`config.mk`:
```
export PLATFORM = sky130hd
export DESIGN_NAME = u1e_core
export DESIGN_NICKNAME = d
export VERILOG_FILES = /design/src/logic/u1e_pkg.sv /design/src/logic/wb_slave_if.sv /design/src/logic/wb_decoder.sv /design/src/logic/misc_regs.sv /design/src/logic/settings_bus.sv /design/src/logic/vita_timer.sv /design/src/logic/u1e_core.sv
export SDC_FILE = /design/constraint.sdc
export NUM_CORES = 1
export LEC_CHECK = 0
export BUFFER_PORTS_ARGS = -buffer_cell sky130_fd_sc_hd__buf_2
export CORE_MARGIN = 3
export CORE_UTILIZATION = 28
export CTS_CLUSTER_SIZE = 12
export DETAILED_ROUTE_END_ITERATION = 8
export GPL_TIMING_DRIVEN = 0
export PLACE_DENSITY = 0.54
export RECOVER_POWER = 100
export SYNTH_ARGS = -nofsm -noshare
export SYNTH_HDL_FRONTEND = slang
export SYNTH_SLANG_ARGS = --single-unit
```
`constraint.sdc`:
```
create_clock -name wb_clk -period 8.75 [get_ports wb_clk]
set_input_delay 0 -clock wb_clk [delete_from_list [all_inputs] [get_ports wb_clk]]
set_output_delay 0 -clock wb_clk [all_outputs]
set_load 0.02 [all_outputs]
```
`src/logic/u1e_pkg.sv`:
```
/* u1e register side definitions */

package u1e_pkg;

   // bus widths
   typedef logic [10:0] wb_adr_t;   // byte address
   typedef logic [15:0] wb_dat_t;
   typedef logic [3:0]  unit_t;     // adr[10:7]
   typedef logic [6:0]  reg_ofs_t;  // adr[6:0]

   // settings bus
   typedef logic [7:0]  set_addr_t;
   typedef logic [31:0] set_data_t;

   // seconds in [63:32], ticks in [31:0]
   typedef logic [63:0] vita_time_t;

   ////////////////////////////////////////////////////////////////////////////
   // unit numbers
   localparam unit_t UNIT_MISC     = 4'd0;
   localparam unit_t UNIT_SETTINGS = 4'd5;

   ////////////////////////////////////////////////////////////////////////////
   // misc register bank offsets
   localparam reg_ofs_t REG_LEDS      = 7'd0;  // rw
   localparam reg_ofs_t REG_SWITCHES  = 7'd2;  // ro
   localparam reg_ofs_t REG_CGEN_CTRL = 7'd4;  // rw
   localparam reg_ofs_t REG_CGEN_ST   = 7'd6;  // ro
   localparam reg_ofs_t REG_TEST      = 7'd8;  // rw

   localparam wb_dat_t MISC_DEFAULT_RD = 16'hBEEF;
   localparam wb_dat_t CGEN_CTRL_RESET = 16'h0003;  // sync_b and ref_sel high

   ////////////////////////////////////////////////////////////////////////////
   // settings addresses of the time counter
   localparam set_addr_t SR_TIME64  = 8'd28;
   localparam set_addr_t TIME_SECS  = 8'd0;
   localparam set_addr_t TIME_TICKS = 8'd1;
   localparam set_addr_t TIME_CTRL  = 8'd2;

endpackage

```
`src/logic/wb_slave_if.sv`:
```
/* wishbone slave port */

`timescale 1ns/10ps

interface wb_slave_if;
   import u1e_pkg::*;

   wb_adr_t adr;
   wb_dat_t dat_mosi;   // master to slave
   wb_dat_t dat_miso;   // slave to master
   logic    we;
   logic    cyc;
   logic    stb;
   logic    ack;

   modport master
   (
      output adr, dat_mosi, we, cyc, stb,
      input  dat_miso, ack
   );

   modport slave
   (
      input  adr, dat_mosi, we, cyc, stb,
      output dat_miso, ack
   );

endinterface

```
`src/logic/wb_decoder.sv`:
```
/* single master wishbone decoder */

`timescale 1ns/10ps

module wb_decoder
(
   input  u1e_pkg::wb_adr_t adr_i,
   input  u1e_pkg::wb_dat_t dat_i,
   input  logic             we_i,
   input  logic             stb_i,
   input  logic             cyc_i,
   output u1e_pkg::wb_dat_t dat_o,
   output logic             ack_o,
   wb_slave_if.master       misc_bus,
   wb_slave_if.master       set_bus
);
   import u1e_pkg::*;

   unit_t unit;

   assign unit = adr_i[10:7];

   // shared lines go to every unit
   assign misc_bus.adr      = adr_i;
   assign misc_bus.dat_mosi = dat_i;
   assign misc_bus.we       = we_i;
   assign misc_bus.cyc      = cyc_i;
   assign misc_bus.stb      = stb_i & (unit == UNIT_MISC);

   assign set_bus.adr       = adr_i;
   assign set_bus.dat_mosi  = dat_i;
   assign set_bus.we        = we_i;
   assign set_bus.cyc       = cyc_i;
   assign set_bus.stb       = stb_i & (unit == UNIT_SETTINGS);

   // return path
   always_comb
   begin
      case (unit)
         UNIT_MISC:
         begin
            dat_o = misc_bus.dat_miso;
            ack_o = misc_bus.ack;
         end
         UNIT_SETTINGS:
         begin
            dat_o = set_bus.dat_miso;
            ack_o = set_bus.ack;
         end
         default:
         begin
            dat_o = '0;                // nothing mapped here
            ack_o = cyc_i & stb_i;     // answer anyway so the master never hangs
         end
      endcase
   end

endmodule

```
`src/logic/misc_regs.sv`:
```
/* misc register bank */

`timescale 1ns/10ps

module misc_regs
(
   input  logic       wb_clk,
   input  logic       wb_rst,
   wb_slave_if.slave  bus,
   input  logic [2:0] debug_pb_i,
   input  logic [7:0] dip_sw_i,
   input  logic [2:0] cgen_st_i,
   output logic [2:0] debug_led_o,
   output logic       cgen_sync_b_o,
   output logic       cgen_ref_sel_o
);
   import u1e_pkg::*;

   wb_dat_t  reg_leds;
   wb_dat_t  reg_cgen_ctrl;
   wb_dat_t  reg_test;
   reg_ofs_t ofs;
   logic     wr_en;

   assign ofs   = bus.adr[6:0];
   assign wr_en = bus.cyc & bus.stb & bus.we;

   ////////////////////////////////////////////////////////////////////////////
   // writable registers

   always_ff @(posedge wb_clk)
   begin
      if (wb_rst)
      begin
         reg_leds      <= '0;
         reg_cgen_ctrl <= CGEN_CTRL_RESET;
         reg_test      <= '0;
      end
      else if (wr_en)
      begin
         case (ofs)
            REG_LEDS:      reg_leds      <= bus.dat_mosi;
            REG_CGEN_CTRL: reg_cgen_ctrl <= bus.dat_mosi;
            REG_TEST:      reg_test      <= bus.dat_mosi;
            default:       ;  // read-only or unmapped
         endcase
      end
   end

   // leds are wired out of order on the board
   assign debug_led_o[2] = reg_leds[0];
   assign debug_led_o[0] = reg_leds[1];
   assign debug_led_o[1] = reg_leds[2];

   assign cgen_sync_b_o  = reg_cgen_ctrl[1];
   assign cgen_ref_sel_o = reg_cgen_ctrl[0];

   ////////////////////////////////////////////////////////////////////////////
   // read mux

   always_comb
   begin
      case (ofs)
         REG_LEDS:      bus.dat_miso = reg_leds;
         REG_SWITCHES:  bus.dat_miso = {5'd0, debug_pb_i, dip_sw_i};
         REG_CGEN_CTRL: bus.dat_miso = reg_cgen_ctrl;
         REG_CGEN_ST:   bus.dat_miso = {13'd0, cgen_st_i};
         REG_TEST:      bus.dat_miso = reg_test;
         default:       bus.dat_miso = MISC_DEFAULT_RD;
      endcase
   end

   assign bus.ack = bus.cyc & bus.stb;

endmodule

```
`src/logic/settings_bus.sv`:
```
/* 16 to 32 bit settings bus */

`timescale 1ns/10ps

module settings_bus
(
   input  logic                wb_clk,
   input  logic                wb_rst,
   wb_slave_if.slave           bus,
   output logic                set_stb_o,
   output u1e_pkg::set_addr_t  set_addr_o,
   output u1e_pkg::set_data_t  set_data_o
);
   import u1e_pkg::*;

   wb_dat_t low_half;
   logic    wr_en;

   assign wr_en = bus.cyc & bus.stb & bus.we;

   // low half and assembled word
   always_ff @(posedge wb_clk)
   begin
      if (wr_en & ~bus.adr[1])
         low_half <= bus.dat_mosi;
      if (wr_en & bus.adr[1])
      begin
         set_data_o <= {bus.dat_mosi, low_half};
         set_addr_o <= {3'd0, bus.adr[6:2]};  // 32 registers
      end
   end

   // high half write fires the strobe
   always_ff @(posedge wb_clk)
   begin
      if (wb_rst)
         set_stb_o <= 1'b0;
      else
         set_stb_o <= wr_en & bus.adr[1];
   end

   assign bus.dat_miso = '0;  // write only
   assign bus.ack      = bus.cyc & bus.stb;

endmodule

```
`src/logic/vita_timer.sv`:
```
/* vita time counter */

`timescale 1ns/10ps

module vita_timer
#(
   parameter logic [31:0] TICKS_PER_SEC = 32'd64000000
)
(
   input  logic                 wb_clk,
   input  logic                 wb_rst,
   input  logic                 set_stb_i,
   input  u1e_pkg::set_addr_t   set_addr_i,
   input  u1e_pkg::set_data_t   set_data_i,
   input  logic                 pps_i,
   output u1e_pkg::vita_time_t  vita_time_o,
   output logic                 pps_int_o
);
   import u1e_pkg::*;

   localparam set_addr_t ADDR_SECS  = SR_TIME64 + TIME_SECS;
   localparam set_addr_t ADDR_TICKS = SR_TIME64 + TIME_TICKS;
   localparam set_addr_t ADDR_CTRL  = SR_TIME64 + TIME_CTRL;

   set_data_t  secs_stage;
   set_data_t  ticks_stage;
   vita_time_t time_q;
   logic [2:0] pps_sync;  // two sync stages plus edge delay
   logic       pps_det;
   logic       armed;     // waiting for pps
   logic       ctrl_wr;
   logic       load_now;
   logic       last_tick;

   assign pps_det   = pps_sync[1] & ~pps_sync[2];
   assign ctrl_wr   = set_stb_i & (set_addr_i == ADDR_CTRL);
   assign load_now  = (ctrl_wr & set_data_i[0]) | (armed & pps_det);
   assign last_tick = (time_q[31:0] == TICKS_PER_SEC - 32'd1);

   ////////////////////////////////////////////////////////////////////////////
   // staged time, applied on the next load
   always_ff @(posedge wb_clk)
   begin
      if (set_stb_i && (set_addr_i == ADDR_SECS))
         secs_stage <= set_data_i;
      if (set_stb_i && (set_addr_i == ADDR_TICKS))
         ticks_stage <= set_data_i;
   end

   ////////////////////////////////////////////////////////////////////////////
   // counter and pps
   always_ff @(posedge wb_clk)
   begin
      if (wb_rst)
      begin
         pps_sync  <= '0;
         pps_int_o <= 1'b0;
         armed     <= 1'b0;
         time_q    <= '0;
      end
      else
      begin
         pps_sync  <= {pps_sync[1:0], pps_i};
         pps_int_o <= pps_det;

         if (ctrl_wr)
            armed <= ~set_data_i[0];  // bit 0 clear waits for pps
         else if (armed & pps_det)
            armed <= 1'b0;

         if (load_now)
            time_q <= {secs_stage, ticks_stage};
         else if (last_tick)
            time_q <= {time_q[63:32] + 32'd1, 32'd0};  // next second
         else
            time_q[31:0] <= time_q[31:0] + 32'd1;
      end
   end

   assign vita_time_o = time_q;

endmodule

```
`src/logic/u1e_core.sv`:
```
/* u1e register core */

`timescale 1ns/10ps

module u1e_core
#(
   parameter logic [31:0] TICKS_PER_SEC = 32'd64000000
)
(
   input  logic                 wb_clk,
   input  logic                 wb_rst,

   // wishbone master side
   input  u1e_pkg::wb_adr_t     wb_adr_i,
   input  u1e_pkg::wb_dat_t     wb_dat_i,
   input  logic                 wb_we_i,
   input  logic                 wb_stb_i,
   input  logic                 wb_cyc_i,
   output u1e_pkg::wb_dat_t     wb_dat_o,
   output logic                 wb_ack_o,

   // board
   input  logic [2:0]           debug_pb_i,
   input  logic [7:0]           dip_sw_i,
   input  logic [2:0]           cgen_st_i,
   input  logic                 pps_i,
   output logic [2:0]           debug_led_o,
   output logic                 cgen_sync_b_o,
   output logic                 cgen_ref_sel_o,
   output u1e_pkg::vita_time_t  vita_time_o,
   output logic                 pps_int_o
);
   import u1e_pkg::*;

   logic      set_stb;
   set_addr_t set_addr;
   set_data_t set_data;

   wb_slave_if misc_bus ();  // unit 0
   wb_slave_if set_bus ();   // unit 5

   ////////////////////////////////////////////////////////////////////////////
   // bus decode

   wb_decoder i_decoder
   (
      .adr_i    (wb_adr_i),
      .dat_i    (wb_dat_i),
      .we_i     (wb_we_i),
      .stb_i    (wb_stb_i),
      .cyc_i    (wb_cyc_i),
      .dat_o    (wb_dat_o),
      .ack_o    (wb_ack_o),
      .misc_bus (misc_bus.master),
      .set_bus  (set_bus.master)
   );

   ////////////////////////////////////////////////////////////////////////////
   // units

   misc_regs i_misc
   (
      .wb_clk         (wb_clk),
      .wb_rst         (wb_rst),
      .bus            (misc_bus.slave),
      .debug_pb_i     (debug_pb_i),
      .dip_sw_i       (dip_sw_i),
      .cgen_st_i      (cgen_st_i),
      .debug_led_o    (debug_led_o),
      .cgen_sync_b_o  (cgen_sync_b_o),
      .cgen_ref_sel_o (cgen_ref_sel_o)
   );

   settings_bus i_settings
   (
      .wb_clk     (wb_clk),
      .wb_rst     (wb_rst),
      .bus        (set_bus.slave),
      .set_stb_o  (set_stb),
      .set_addr_o (set_addr),
      .set_data_o (set_data)
   );

   vita_timer #(.TICKS_PER_SEC(TICKS_PER_SEC)) i_timer
   (
      .wb_clk      (wb_clk),
      .wb_rst      (wb_rst),
      .set_stb_i   (set_stb),
      .set_addr_i  (set_addr),
      .set_data_i  (set_data),
      .pps_i       (pps_i),
      .vita_time_o (vita_time_o),
      .pps_int_o   (pps_int_o)
   );

endmodule

```
==> results.md, run 1 <==
- The number of setup buffers added after CTS is 0.
- Summing all flip-flop and latch instances after layout gives 5880 µm².
- Across the routed clock network, the largest skew measured is 17.7 ps.
- The post-route DRC violation count is 0.
- The layout has 3518 filler cells.
- The maximum single-stage delay on the critical path is 1790 ps.
- The synthesized design contains 117 enable-type register cells.
- The clock insertion delay at the later pin of the skew report is 540 ps.
- The synthesized netlist occupies a cell area of 9800 µm².
- Yosys mapped the design onto 56 distinct sky130hd cell types.
- Summed over all cells, the static leakage comes to 3.72 nW.
- Counting along the longest clock path gives a buffer depth of 3.
- The cell at the slowest stage of the critical path is sky130_fd_sc_hd__and2_0.
- Across all hold checks on the routed design, the worst slack comes to 82.4 ps.
- Broken down by cell family, the worst path's largest delay share belongs to simple AND/OR/NAND/NOR gates.
- For this run the aggregate overflow at the end of global routing stands at 0.
- The cell sitting at the root of the clock tree is a sky130_fd_sc_hd__clkbuf_16.
- Among all cell types in the netlist, the one instantiated most often is sky130_fd_sc_hd__nand2_1.
- For this run, the number of Yosys warnings is 0.
- The sequential cell area fraction in the yosys report is 0.599.
- The commonest cells after synthesis are 164 x sky130_fd_sc_hd__nand2_1, 118 x sky130_fd_sc_hd__dfxtp_1, 117 x sky130_fd_sc_hd__edfxtp_1.
- The die width is 193 µm.
- The total count of hold-check failures in the final report is 0.
- The normalized max-slew margin is -0.587.
- The routed wire length per instance is 18.2 µm.
- The worst setup path is launched from a primary input.
- The first-pass iteration count of the detailed router is 6.
- Setup violations remaining at the end of the flow were counted as 0.
- For this block, the via count after detailed routing is 7898.
- The end-of-flow core utilization is 0.352.
- The signal on the critical path passes through dlygate4sd3_1 > clkbuf_1 > nand3_1 > dlygate4sd3_1 > nor4_1 > and2_0.
- Summing all multi-input logic gate instances after layout gives 3600 µm².
- The tightest min-delay check is of the in2reg type.
- The number of nets with antenna violations after routing is 0.
- The congestion estimate from routability-driven global placement came to 0.862.
- For the worst setup path, the data required time is 8840 ps.
- Timing would allow up to 298 MHz.
- The run finished, with violations left.
- The number of nets at the end of the flow is 1186.
- Clock-pin slew was measured on the worst setup and hold paths at 60 ps.
- The critical path is of the in2reg type.
- The number of cell rows is 67.
- The cell that appears most often on the critical path is sky130_fd_sc_hd__dlygate4sd3_1.
- The initial detailed-routing violation count is 554.
- The largest net degree at the start of global routing is 38.
- Data on the critical path arrives at its endpoint at 3450 ps.
- Input and output buffers added on the ports amount to 132.
- Counting flops and latches in the post-synthesis netlist gives 235.
- The portion of synthesized cell area occupied by the leading cell type is 0.358.
- The clock net in this run drives a total of 235 sinks.
- The H-tree depth is 1.
- The effective utilization at floorplan is 0.288.
- The CTS tree is built.
- The floorplan step defined a die boundary enclosing 37300 µm².
- The final reports fail on max-capacitance violations, max-slew violations.
- The flip-flop cell with the highest count after synthesis is sky130_fd_sc_hd__dfxtp_1.
- The peak supply drop is 0.133 mV.
- The placeable core region is 34000 µm².
- The total I/O pin count is 134.
- Setup repair after global routing left no endpoint under its margin.
- The routed design could run at a clock period as short as 3360 ps.
- Buffers inserted during clock tree synthesis total 26.
- The repair_antennas step left the layout with diodes totalling 0.
- In the global route stage, overall resource usage came out at 0.153.
- Of the cells placed in the final design, the portion with a size suffix greater than 1 is 0.0622.
- The sum of negative setup slack is 0 ps.
- For this run, asynchronously set or reset flops after synthesis account for 0.
- The critical path contains buffers and inverters numbering 3 combined.
- After legalization and detailed placement, the total HPWL measured 21900 µm.
- Max-cap violations in this run came to 2.
- The number of antenna violations at the first check in global routing is 0.
- For this design, the CTS-stage hold fixing added 30 buffers.
- The post-synthesis area per instance is 10.4 µm².
- The number of cells produced by synthesis is 941.
- The floorplan step set the die height to 193 µm.
- The maximum fanout encountered on the critical timing path is 37.
- The first global-routing pass estimated 44100 µm of wire.
- Relative to the synthesized area, the layout overhead comes to 22.1%.
- Dividing the final minimum period by the clock period gives 0.384.
- After synthesis, the cell types taking the most area are sky130_fd_sc_hd__edfxtp_1 36%, sky130_fd_sc_hd__dfxtp_1 24%, sky130_fd_sc_hd__nand2_1 6.3%, sky130_fd_sc_hd__a21oi_1 3.9%, sky130_fd_sc_hd__mux2i_1 2.7%.
- The number of instances resized during post-cts repair is 0.
- The pin slew with the least headroom to its limit is 2380 ps.
- sky130_fd_sc_hd__edfxtp_1 takes more of the synthesized area than any other cell.
- The power per cell area is 192 nW/µm².
- The aggregate routed wire length is 29300 µm.
- The number of pins with negative max-slew slack in the final report is 47.
- The routed via count divided by cell count is 4.92.
- The number of global-route vias before repair is 7425.
- The type of destination of the critical path is a register.
- The total nets after synthesis is 990.
==> sequential cells by signal, indices dropped and copies added (netlist names), 3 cells and up <==
| name | count |
|---|---|
| i_timer.pps_sync | 3 |
| i_timer.vita_time_o | 64 |
| i_misc.reg_cgen_ctrl | 16 |
| i_settings.set_data_o | 32 |
| i_settings.low_half | 16 |
| i_settings.set_addr_o | 5 |
| i_misc.reg_test | 16 |
| i_timer.ticks_stage | 32 |
| i_misc.reg_leds | 16 |
| i_timer.secs_stage | 32 |
==> per-stage QoR <==
step                instance area, µm²  setup WS (ps)  instances  total power [W]
detailed placement               11100           5800       1527          0.00126
global route                     12000           4990       1605          0.00237
floorplan                         9800           5380        941          0.00122
finish                           12000           5390       1605          0.00230
global placement                 11000           3920       1521          0.00126
CTS                              12200           5780       1605          0.00232
==> tightest hold or removal path, cell delays in order <==
cell and delay [ps]:
sky130_fd_sc_hd__buf_2 110, sky130_fd_sc_hd__buf_1 230, sky130_fd_sc_hd__and3_1 210
==> power breakdown <==
part	internal (W)	switching [W]
Clock	0.000624	0.000435
Combinational	0.0000288	0.0000513
Sequential	0.00115	0.00000642
Total	0.00181	0.000493
==> layout make-up <==
cell class              instances  share of cell area
well taps                     448              0.0468
inverters                       7             0.00220
plain buffers                  58              0.0197
clock buffers                  40              0.0631
clock inverters                 8             0.00585
repair buffers                168              0.0707
multi-input cells             641               0.301
flip-flops and latches        235               0.491
==> cells in the final DEF (no fill, tap or decap), drive strengths merged, types with 7 or more instances in the layout <==
cell type | Yosys | routed
xor2 | 21 | 21
xnor2 | 10 | 10
o21ai | 48 | 48
dlygate4sd3 | 0 | 30
or3 | 15 | 15
a21oi | 77 | 77
or4 | 15 | 15
dfxtp | 118 | 118
inv | 7 | 7
nand2 | 164 | 164
a211oi | 8 | 8
o31ai | 7 | 7
and4 | 7 | 7
and3 | 17 | 17
buf | 19 | 32
clkbuf | 39 | 204
mux2i | 26 | 26
a31oi | 25 | 25
nand3 | 47 | 47
nor2 | 41 | 41
nor3 | 20 | 20
nor4 | 18 | 18
nand4 | 29 | 29
edfxtp | 117 | 117
==> routing by layer <==
layer | global-route usage | wire (µm) | vias up
li1 | - | - | 3864
met1 | 0.223 | 13800 | 3719
met2 | 0.239 | 13000 | 272
met3 | 0.0233 | 1820 | 43
met4 | 0.0398 | 621 | 0
met5 | 0 | 0 | -
==> final timing paths <==
path                          start                        end  slack (ps)  depth (start not counted)
min reg2reg  i_settings.low_half[5]   i_settings.set_data_o[5]         420                          0
max                        wb_cyc_i  i_settings.set_data_o[29]        5390                          6
min                     wb_adr_i[1]       i_settings.set_stb_o          80                          3
max reg2reg  i_timer.vita_time_o[0]    i_timer.vita_time_o[59]        5420                          7
==> cell families (layout without fill, tap and decap cells) <==
group / Yosys count / count (layout) / synth area share
AO/OA/AOI/OAI: 181 / 181 / 0.105
multiplexers: 27 / 27 / 0.0277
XOR/XNOR: 31 / 31 / 0.0277
adder cells (fa/ha/maj): 2 / 2 / 0.00255
buffers and inverters: 65 / 281 / 0.0299
AND/OR/NAND/NOR: 400 / 400 / 0.208
flip-flops: 235 / 235 / 0.599
(Power assumes the default switching activity.)
==> run 2: changes to the inputs <==
--- a/config.mk
+++ b/config.mk
@@ -11,7 +11,7 @@
 export CTS_CLUSTER_SIZE = 12
 export DETAILED_ROUTE_END_ITERATION = 8
 export GPL_TIMING_DRIVEN = 0
-export PLACE_DENSITY = 0.54
+export PLACE_DENSITY = 0.55
 export RECOVER_POWER = 100
 export SYNTH_ARGS = -nofsm -noshare
 export SYNTH_HDL_FRONTEND = slang
==> constraint.sdc (replaced) <==
create_clock -name wb_clk -period 3 [get_ports wb_clk]
set_input_delay 0 -clock wb_clk [delete_from_list [all_inputs] [get_ports wb_clk]]
set_output_delay 0 -clock wb_clk [all_outputs]
set_load 0.02 [all_outputs]
==> results.md, run 2 (synthesis results as in run 1) <==
- The via count is 7922 (was 7898).
- The maximum operating frequency is 360 MHz.
- The CTS tree was built (unchanged).
- The cell at the slowest stage of the critical path is sky130_fd_sc_hd__or4_1 (was sky130_fd_sc_hd__and2_0).
- The die width is 193 µm (unchanged).
- The clock-pin slew on the worst setup and hold paths was 60 ps (about the same).
- The launching element type of the critical path is a register (was primary input).
- The number of cells in the design after placement was 1523 (was 1527).
- RSZ-0062 raised after global routing: false (unchanged).
- The number of flip-flops under the largest register name is 64 (unchanged).
- The type of destination of the critical path was a register (unchanged).
- The largest net degree at the start of global routing is 38 (unchanged).
- The total of endpoints with negative setup slack in the final report is 0 (unchanged).
- The switching fraction of total power was 0.209 (was 0.214).
- The number of nets at the end of the flow is 1184 (was 1186).
- The final clock skew is 16.3 ps (was 17.7 ps).
- The combinational cell fraction of total power is 0.035 (about the same).
- The count of fill cells added during filler insertion is 3527 (was 3518).
- The post-detailed-placement half-perimeter wirelength was 21600 µm (was 21900 µm).
- The total count of hold-check failures in the final report is 0 (unchanged).
- The most frequent standard cell in the layout excluding fill and tap cells is sky130_fd_sc_hd__nand2_1 (was sky130_fd_sc_hd__clkbuf_1).
- The maximum fanout encountered on the critical timing path was 10 (was 37).
- Worst path cell trace: ha_1 > nand4_2 > or4_1 > buf_2 > or2_2 > clkbuf_1 > o21ai_0 > a31oi_1 (was dlygate4sd3_1 > clkbuf_1 > nand3_1 > dlygate4sd3_1 > nor4_1 > and2_0).
- The clock insertion delay at the later pin of the skew report is 530 ps (was 540 ps).
- Run status: complete, no violations (was complete, but fails checks).
- The final cell count without fillers is 1602 (was 1605).
- The maximum root-to-sink buffer count is 3 (unchanged).
- The share of power burned in registers came to 0.497 (was 0.504).
- The normalized max-slew margin is 0.236 (was -0.587).
- The pin slew with the least headroom to its limit is 1140 ps (was 2380 ps).
- The effective utilization at floorplan is 0.288 (unchanged).
- The total chip power is 0.00680 W (was 0.00230 W).
- The number of cell rows came to 67 (unchanged).
- The power per cell area is 564 nW/µm² (was 192 nW/µm²).
- The area growth from synthesis to layout is 23.0% (was 22.1%).
- The full die area came to 37300 µm² (unchanged).
- The number of global-route vias before repair is 7243 (was 7425).
- The ratio of final minimum period to clock period is 0.926.
- The type of the most critical hold path was in2reg (unchanged).
- The worst hold margin is 96.1 ps (was 82.4 ps).
- The height of the die is 193 µm (unchanged).
- The number of clock sinks seen by CTS is 235 (unchanged).
- The number of antenna violations at the first check in global routing is 0 (unchanged).
- The routed wire length per instance is 18.3 µm (was 18.2 µm).
- The post-route DRC violation count was 0 (unchanged).
- The number of buffers created by CTS was 26 (unchanged).
- The maximum single-stage delay on the critical path is 570 ps (was 1790 ps).
- The global-route wire length before repair is 44300 µm (was 44100 µm).
- The placeable core region is 34000 µm² (unchanged).
- The total I/O pin count is 134 (unchanged).
- Most used cells in the layout excluding fill and tap cells: 164 x sky130_fd_sc_hd__nand2_1, 163 x sky130_fd_sc_hd__clkbuf_1, 118 x sky130_fd_sc_hd__dfxtp_1, 117 x sky130_fd_sc_hd__edfxtp_1, 77 x sky130_fd_sc_hd__a21oi_1 (was 174 x sky130_fd_sc_hd__clkbuf_1, 164 x sky130_fd_sc_hd__nand2_1, 118 x sky130_fd_sc_hd__dfxtp_1, 117 x sky130_fd_sc_hd__edfxtp_1, 77 x sky130_fd_sc_hd__a21oi_1).
- The peak supply drop came to 0.446 mV (was 0.133 mV).
- The number of pins with negative max-slew slack in the final report is 0 (was 47).
- The number of buffers inserted by port buffering is 132 (unchanged).
- The number of max-cap violations is 0 (was 2).
- The first-pass iteration count of the detailed router came to 5 (was 6).
- The routed via count divided by cell count is 4.95 (was 4.92).
- The power share of the clock group is 0.468 (was 0.461).
- The initial detailed-routing violation count is 631 (was 554).
- The static leakage is 3.78 nW (was 3.72 nW).
- The H-tree depth is 1 (unchanged).
- The fraction of final layout cells sized beyond drive strength 1 came to 0.0771 (was 0.0622).
- The internal portion of total power is 0.00538 W (was 0.00181 W).
- The number of antenna cells inserted is 0 (unchanged).
- The data arrival time of the critical path is 3160 ps (was 3450 ps).
- The aggregate routed wire length is 29200 µm (was 29300 µm).
- The switching power came to 0.00142 W (was 0.000493 W).
- The placer congestion estimate is 0.862 (about the same).
- The data required time of the worst path is 3380 ps (was 8840 ps).
- The start-to-end type of the worst setup path is reg2reg (was in2reg).
- The clock period could shrink to 2780 ps.
- The number of nets with antenna violations after routing is 0 (unchanged).
- The cell at the root of the clock tree is sky130_fd_sc_hd__clkbuf_16 (unchanged).
- The overall routing resource usage is 0.154 (was 0.153).
- The sum of negative setup slack was 0 ps (unchanged).
- The sum of overflow across all layers after global routing is 0 (unchanged).
run 2: cell types whose count changed in the layout (fill, tap and decap cells not counted), sizes merged:
cell and change:
clkinvlp +1, clkinv -1, clkbuf -8, buf +3, bufinv +2
run 2: metrics by stage:
step / setup slack [ps] / area, µm² / utilization
2_1_floorplan: 596 / 9810 / -
3_3_place_gp: -96.9 / 11000 / 0.324
3_5_place_dp: 9.42 / 11100 / 0.326
4_1_cts: 39.0 / 12300 / 0.360
5_1_grt: 41.7 / 12100 / 0.354
6_report: 221 / 12100 / 0.354
run 2: path summary, 6_finish.rpt:
check / startpoint / to / slack (ps) / cells after the start
setup / recovery: i_timer.vita_time_o[0] / i_timer.vita_time_o[39] / 220 / 8
hold / removal: wb_adr_i[1] / i_settings.set_stb_o / 100 / 3
setup reg to reg: i_timer.vita_time_o[0] / i_timer.vita_time_o[39] / 220 / 8
hold reg to reg: i_settings.low_half[9] / i_settings.set_data_o[9] / 420 / 0
run 2: per-layer routing:
| metal | global-route usage | share of wire |
|---|---|---|
| met1 | 0.226 | 0.48 |
| met2 | 0.237 | 0.44 |
| met3 | 0.0266 | 0.064 |
| met4 | 0.0331 | 0.020 |
| met5 | 0 | 0 |
run 2: layout make-up:
cell class | instances | area, µm² | share of cell area
Buffer | 58 | 241 | 0.0200
Clock buffer | 37 | 723 | 0.0600
Clock inverter | 10 | 126 | 0.0105
Inverter | 7 | 26.3 | 0.00218
Multi-Input combinational cell | 641 | 3660 | 0.303
Sequential cell | 235 | 5880 | 0.487
Tap cell | 448 | 561 | 0.0465
Timing Repair Buffer | 166 | 845 | 0.0701
run 2: power by group through the flow:
stage	logic [W]	registers, W	clock network [W]
4_1_cts	0.000247	0.00338	0.00326
2_1_floorplan	0.0000875	0.00346	0
3_5_place_dp	0.000213	0.00345	0
5_1_grt	0.000257	0.00338	0.00338
6_report	0.000237	0.00338	0.00318
3_3_place_gp	0.000212	0.00345	0
run 2: worst max-delay path, delay by kind of cell (launching register included):
family | cells | cell delay [ps]
buf+inv | 2 | 460
compound gates | 2 | 330
simple gates | 3 | 1210
fa+ha+maj | 1 | 240
flops | 1 | 380
run 2: repair_timing:
action,in CTS,in global routing
endpoints found under the setup margin,10,17
hold endpoints to repair,88,0
pin swaps,1,0
gates resized for setup,0,2
setup buffers,2,0
hold buffers,30,0
==> run 3: changes to the inputs <==
--- a/config.mk
+++ b/config.mk
@@ -6,12 +6,14 @@
 export NUM_CORES = 1
 export LEC_CHECK = 0
 export BUFFER_PORTS_ARGS = -buffer_cell sky130_fd_sc_hd__buf_2
+export CELL_PAD_IN_SITES_DETAIL_PLACEMENT = 1
+export CELL_PAD_IN_SITES_GLOBAL_PLACEMENT = 1
 export CORE_MARGIN = 3
 export CORE_UTILIZATION = 28
 export CTS_CLUSTER_SIZE = 12
 export DETAILED_ROUTE_END_ITERATION = 8
 export GPL_TIMING_DRIVEN = 0
-export PLACE_DENSITY = 0.55
+export PLACE_DENSITY = 0.65
 export RECOVER_POWER = 100
 export SYNTH_ARGS = -nofsm -noshare
 export SYNTH_HDL_FRONTEND = slang
==> results.md, run 3 (synthesis results as in run 1) <==
- The post-detailed-placement half-perimeter wirelength is 24400 µm (was 21600 µm).
- The final worst slack is 135 ps (was 221 ps).
- The maximum fanout encountered on the critical timing path was 10 (unchanged).
- The cell at the root of the clock tree is sky130_fd_sc_hd__clkbuf_16 (unchanged).
- The number of cells in the design after placement came to 1523 (unchanged).
- The internal portion of total power is 0.00529 W (was 0.00538 W).
- The launch point of the worst reg-to-reg path was i_timer.vita_time_o[0] (unchanged).
- The launch point of the worst path is i_timer.vita_time_o[0] (unchanged).
- The power share of the clock group is 0.465 (was 0.468).
- The total of endpoints with negative setup slack in the final report was 0 (unchanged).
- The number of nets at the end of the flow came to 1180 (was 1184).
- The post-route DRC violation count is 0 (unchanged).
- The number of cell rows came to 67 (unchanged).
- The number of antenna cells inserted came to 0 (unchanged).
- The number of cells traversed by the worst register-to-register path is 6 (was 8).
- The first-pass iteration count of the detailed router was 5 (unchanged).
- The final clock skew came to 18.3 ps (was 16.3 ps).
- The last element of the critical path is i_timer.vita_time_o[30] (was i_timer.vita_time_o[39]).
- The sum of negative setup slack was 0 ps (unchanged).
- The height of the die is 193 µm (unchanged).
- The maximum root-to-sink buffer count is 3 (unchanged).
- The power per cell area is 564 nW/µm² (about the same).
- The number of buffers inserted by port buffering is 132 (unchanged).
- The post-placement setup slack came to -15.8 ps (was 9.42 ps).
- Most used cells in the layout excluding fill and tap cells: 164 x sky130_fd_sc_hd__nand2_1, 155 x sky130_fd_sc_hd__clkbuf_1, 118 x sky130_fd_sc_hd__dfxtp_1, 117 x sky130_fd_sc_hd__edfxtp_1, 77 x sky130_fd_sc_hd__a21oi_1 (was 164 x sky130_fd_sc_hd__nand2_1, 163 x sky130_fd_sc_hd__clkbuf_1, 118 x sky130_fd_sc_hd__dfxtp_1, 117 x sky130_fd_sc_hd__edfxtp_1, 77 x sky130_fd_sc_hd__a21oi_1).
- The combinational cell fraction of total power is 0.035 (about the same).
- The fraction of final layout cells sized beyond drive strength 1 came to 0.0843 (was 0.0771).
- The overall routing resource usage is 0.173 (was 0.154).
- Run status: complete, but fails checks (was complete, no violations).
- The total chip power is 0.00677 W (was 0.00680 W).
- The number of buffers created by CTS is 27 (was 26).
- The H-tree depth is 1 (unchanged).
- The number of max-cap violations was 2 (was 0).
- The clock insertion delay at the later pin of the skew report is 530 ps (about the same).
- The CTS tree is built (unchanged).
- The largest net degree at the start of global routing is 38 (unchanged).
- The checks that failed: max-capacitance violations, max-slew violations.
- The final cell count without fillers was 1598 (was 1602).
- The placeable core region is 34000 µm² (unchanged).
- The number of antenna violations at the first check in global routing is 0 (unchanged).
- The normalized max-slew margin is -0.159 (was 0.236).
- The pin slew with the least headroom to its limit is 1740 ps (was 1140 ps).
- The maximum operating frequency is 349 MHz (was 360 MHz).
- The ratio of final minimum period to clock period is 0.955 (was 0.926).
- The full die area is 37300 µm² (unchanged).
- The peak supply drop was 0.402 mV (was 0.446 mV).
- The placer congestion estimate is 0.890 (was 0.862).
- The effective utilization at floorplan came to 0.288 (unchanged).
- The type of the most critical hold path was in2reg (unchanged).
- The number of nets with antenna violations after routing came to 0 (unchanged).
- The total I/O pin count is 134 (unchanged).
- The start-to-end type of the worst setup path is reg2reg (unchanged).
- The switching power came to 0.00148 W (was 0.00142 W).
- The routed via count divided by cell count came to 5.09 (was 4.95).
- The data required time of the worst path is 3450 ps (was 3380 ps).
- The number of flip-flops under the largest register name is 64 (unchanged).
- The data arrival time of the critical path is 3310 ps (was 3160 ps).
- The switching fraction of total power is 0.218 (was 0.209).
- The number of global-route vias before repair came to 8163 (was 7243).
- The most frequent standard cell in the layout excluding fill and tap cells is sky130_fd_sc_hd__nand2_1 (unchanged).
- The initial detailed-routing violation count is 508 (was 631).
- The terminus of the critical flop-to-flop path was i_timer.vita_time_o[30] (was i_timer.vita_time_o[39]).
- The number of pins with negative max-slew slack in the final report was 55 (was 0).
- The via count was 8130 (was 7922).
- The total count of hold-check failures in the final report is 0 (unchanged).
- RSZ-0062 raised after global routing: false (unchanged).
- The share of power burned in registers is 0.500 (was 0.497).
- The aggregate routed wire length is 32800 µm (was 29200 µm).
- The area growth from synthesis to layout was 22.3% (was 23.0%).
- The sum of overflow across all layers after global routing came to 0 (unchanged).
- The clock-pin slew on the worst setup and hold paths is 60 ps (about the same).
- The worst hold margin is 63.0 ps (was 96.1 ps).
- The launching element type of the critical path was a register (unchanged).
- The number of clock sinks seen by CTS came to 235 (unchanged).
- The routed wire length per instance is 20.5 µm (was 18.3 µm).
- The type of destination of the critical path is a register (unchanged).
- The setup slack of the most critical reg-to-reg path is 130 ps (was 220 ps).
- The static leakage was 3.77 nW (was 3.78 nW).
- The global-route wire length before repair is 49500 µm (was 44300 µm).
- The die width came to 193 µm (unchanged).
- The final period demand of the worst path is 2870 ps (was 2780 ps).
run 3: layout make-up:
| type | instances | area [µm²] |
|---|---|---|
| Buffer | 58 | 243 |
| Clock buffer | 35 | 716 |
| Clock inverter | 13 | 119 |
| Fill cell | 3977 | 22000 |
| Inverter | 7 | 26.3 |
| Multi-Input combinational cell | 641 | 3650 |
| Sequential cell | 235 | 5880 |
| Tap cell | 448 | 561 |
| Timing Repair Buffer | 161 | 802 |
run 3: repair_timing:
item	in CTS	in global routing
hold buffers	25	0
setup buffers	0	2
gates resized for setup	1	2
pin swaps	0	1
setup endpoints to repair	3	14
hold endpoints to repair	88	0
run 3: how the worst min path moves through the flow:
stage	start	endpoint	slack, ps	cells after the start
6_report	wb_we_i	i_misc.reg_leds[3]	60	5
3_3_place_gp	wb_adr_i[5]	i_settings.set_addr_o[3]	200	1
5_1_grt	wb_we_i	i_misc.reg_leds[3]	100	5
4_1_cts	wb_we_i	i_misc.reg_leds[3]	20	5
3_5_place_dp	wb_adr_i[4]	i_settings.set_addr_o[2]	200	1
2_1_floorplan	wb_dat_i[0]	i_settings.low_half[0]	100	0
run 3: worst max-delay path: stages (launching register included):
cell and delay, ps:
sky130_fd_sc_hd__dfxtp_1 370, sky130_fd_sc_hd__ha_1 230, sky130_fd_sc_hd__nand4_2 390, sky130_fd_sc_hd__nor4b_2 900, sky130_fd_sc_hd__nand4_1 220, sky130_fd_sc_hd__xnor2_1 370
sky130_fd_sc_hd__a32o_1 300
run 3: power groups by stage:
stage	combinational (W)	sequential, W	clock (W)
after floorplan	0.0000875	0.00346	0
final	0.000239	0.00338	0.00314
after CTS	0.000245	0.00338	0.00321
after global placement	0.000218	0.00345	0
after detailed placement	0.000221	0.00345	0
after global routing	0.000258	0.00338	0.00335
run 3: metrics by stage:
step | instance area (µm²) | utilization
2_1_floorplan | 9810 | -
5_1_grt | 12000 | 0.352
3_5_place_dp | 11100 | 0.326
6_report | 12000 | 0.352
4_1_cts | 12200 | 0.358
3_3_place_gp | 11000 | 0.324
run 3: routing by layer:
layer | GRT usage | up-vias | wire [µm]
met2 | 0.281 | 275 | 15000
met4 | 0.0412 | 0 | 770
li1 | - | 3838 | -
met3 | 0.0262 | 50 | 1980
met1 | 0.243 | 3967 | 15100
met5 | 0 | - | 0
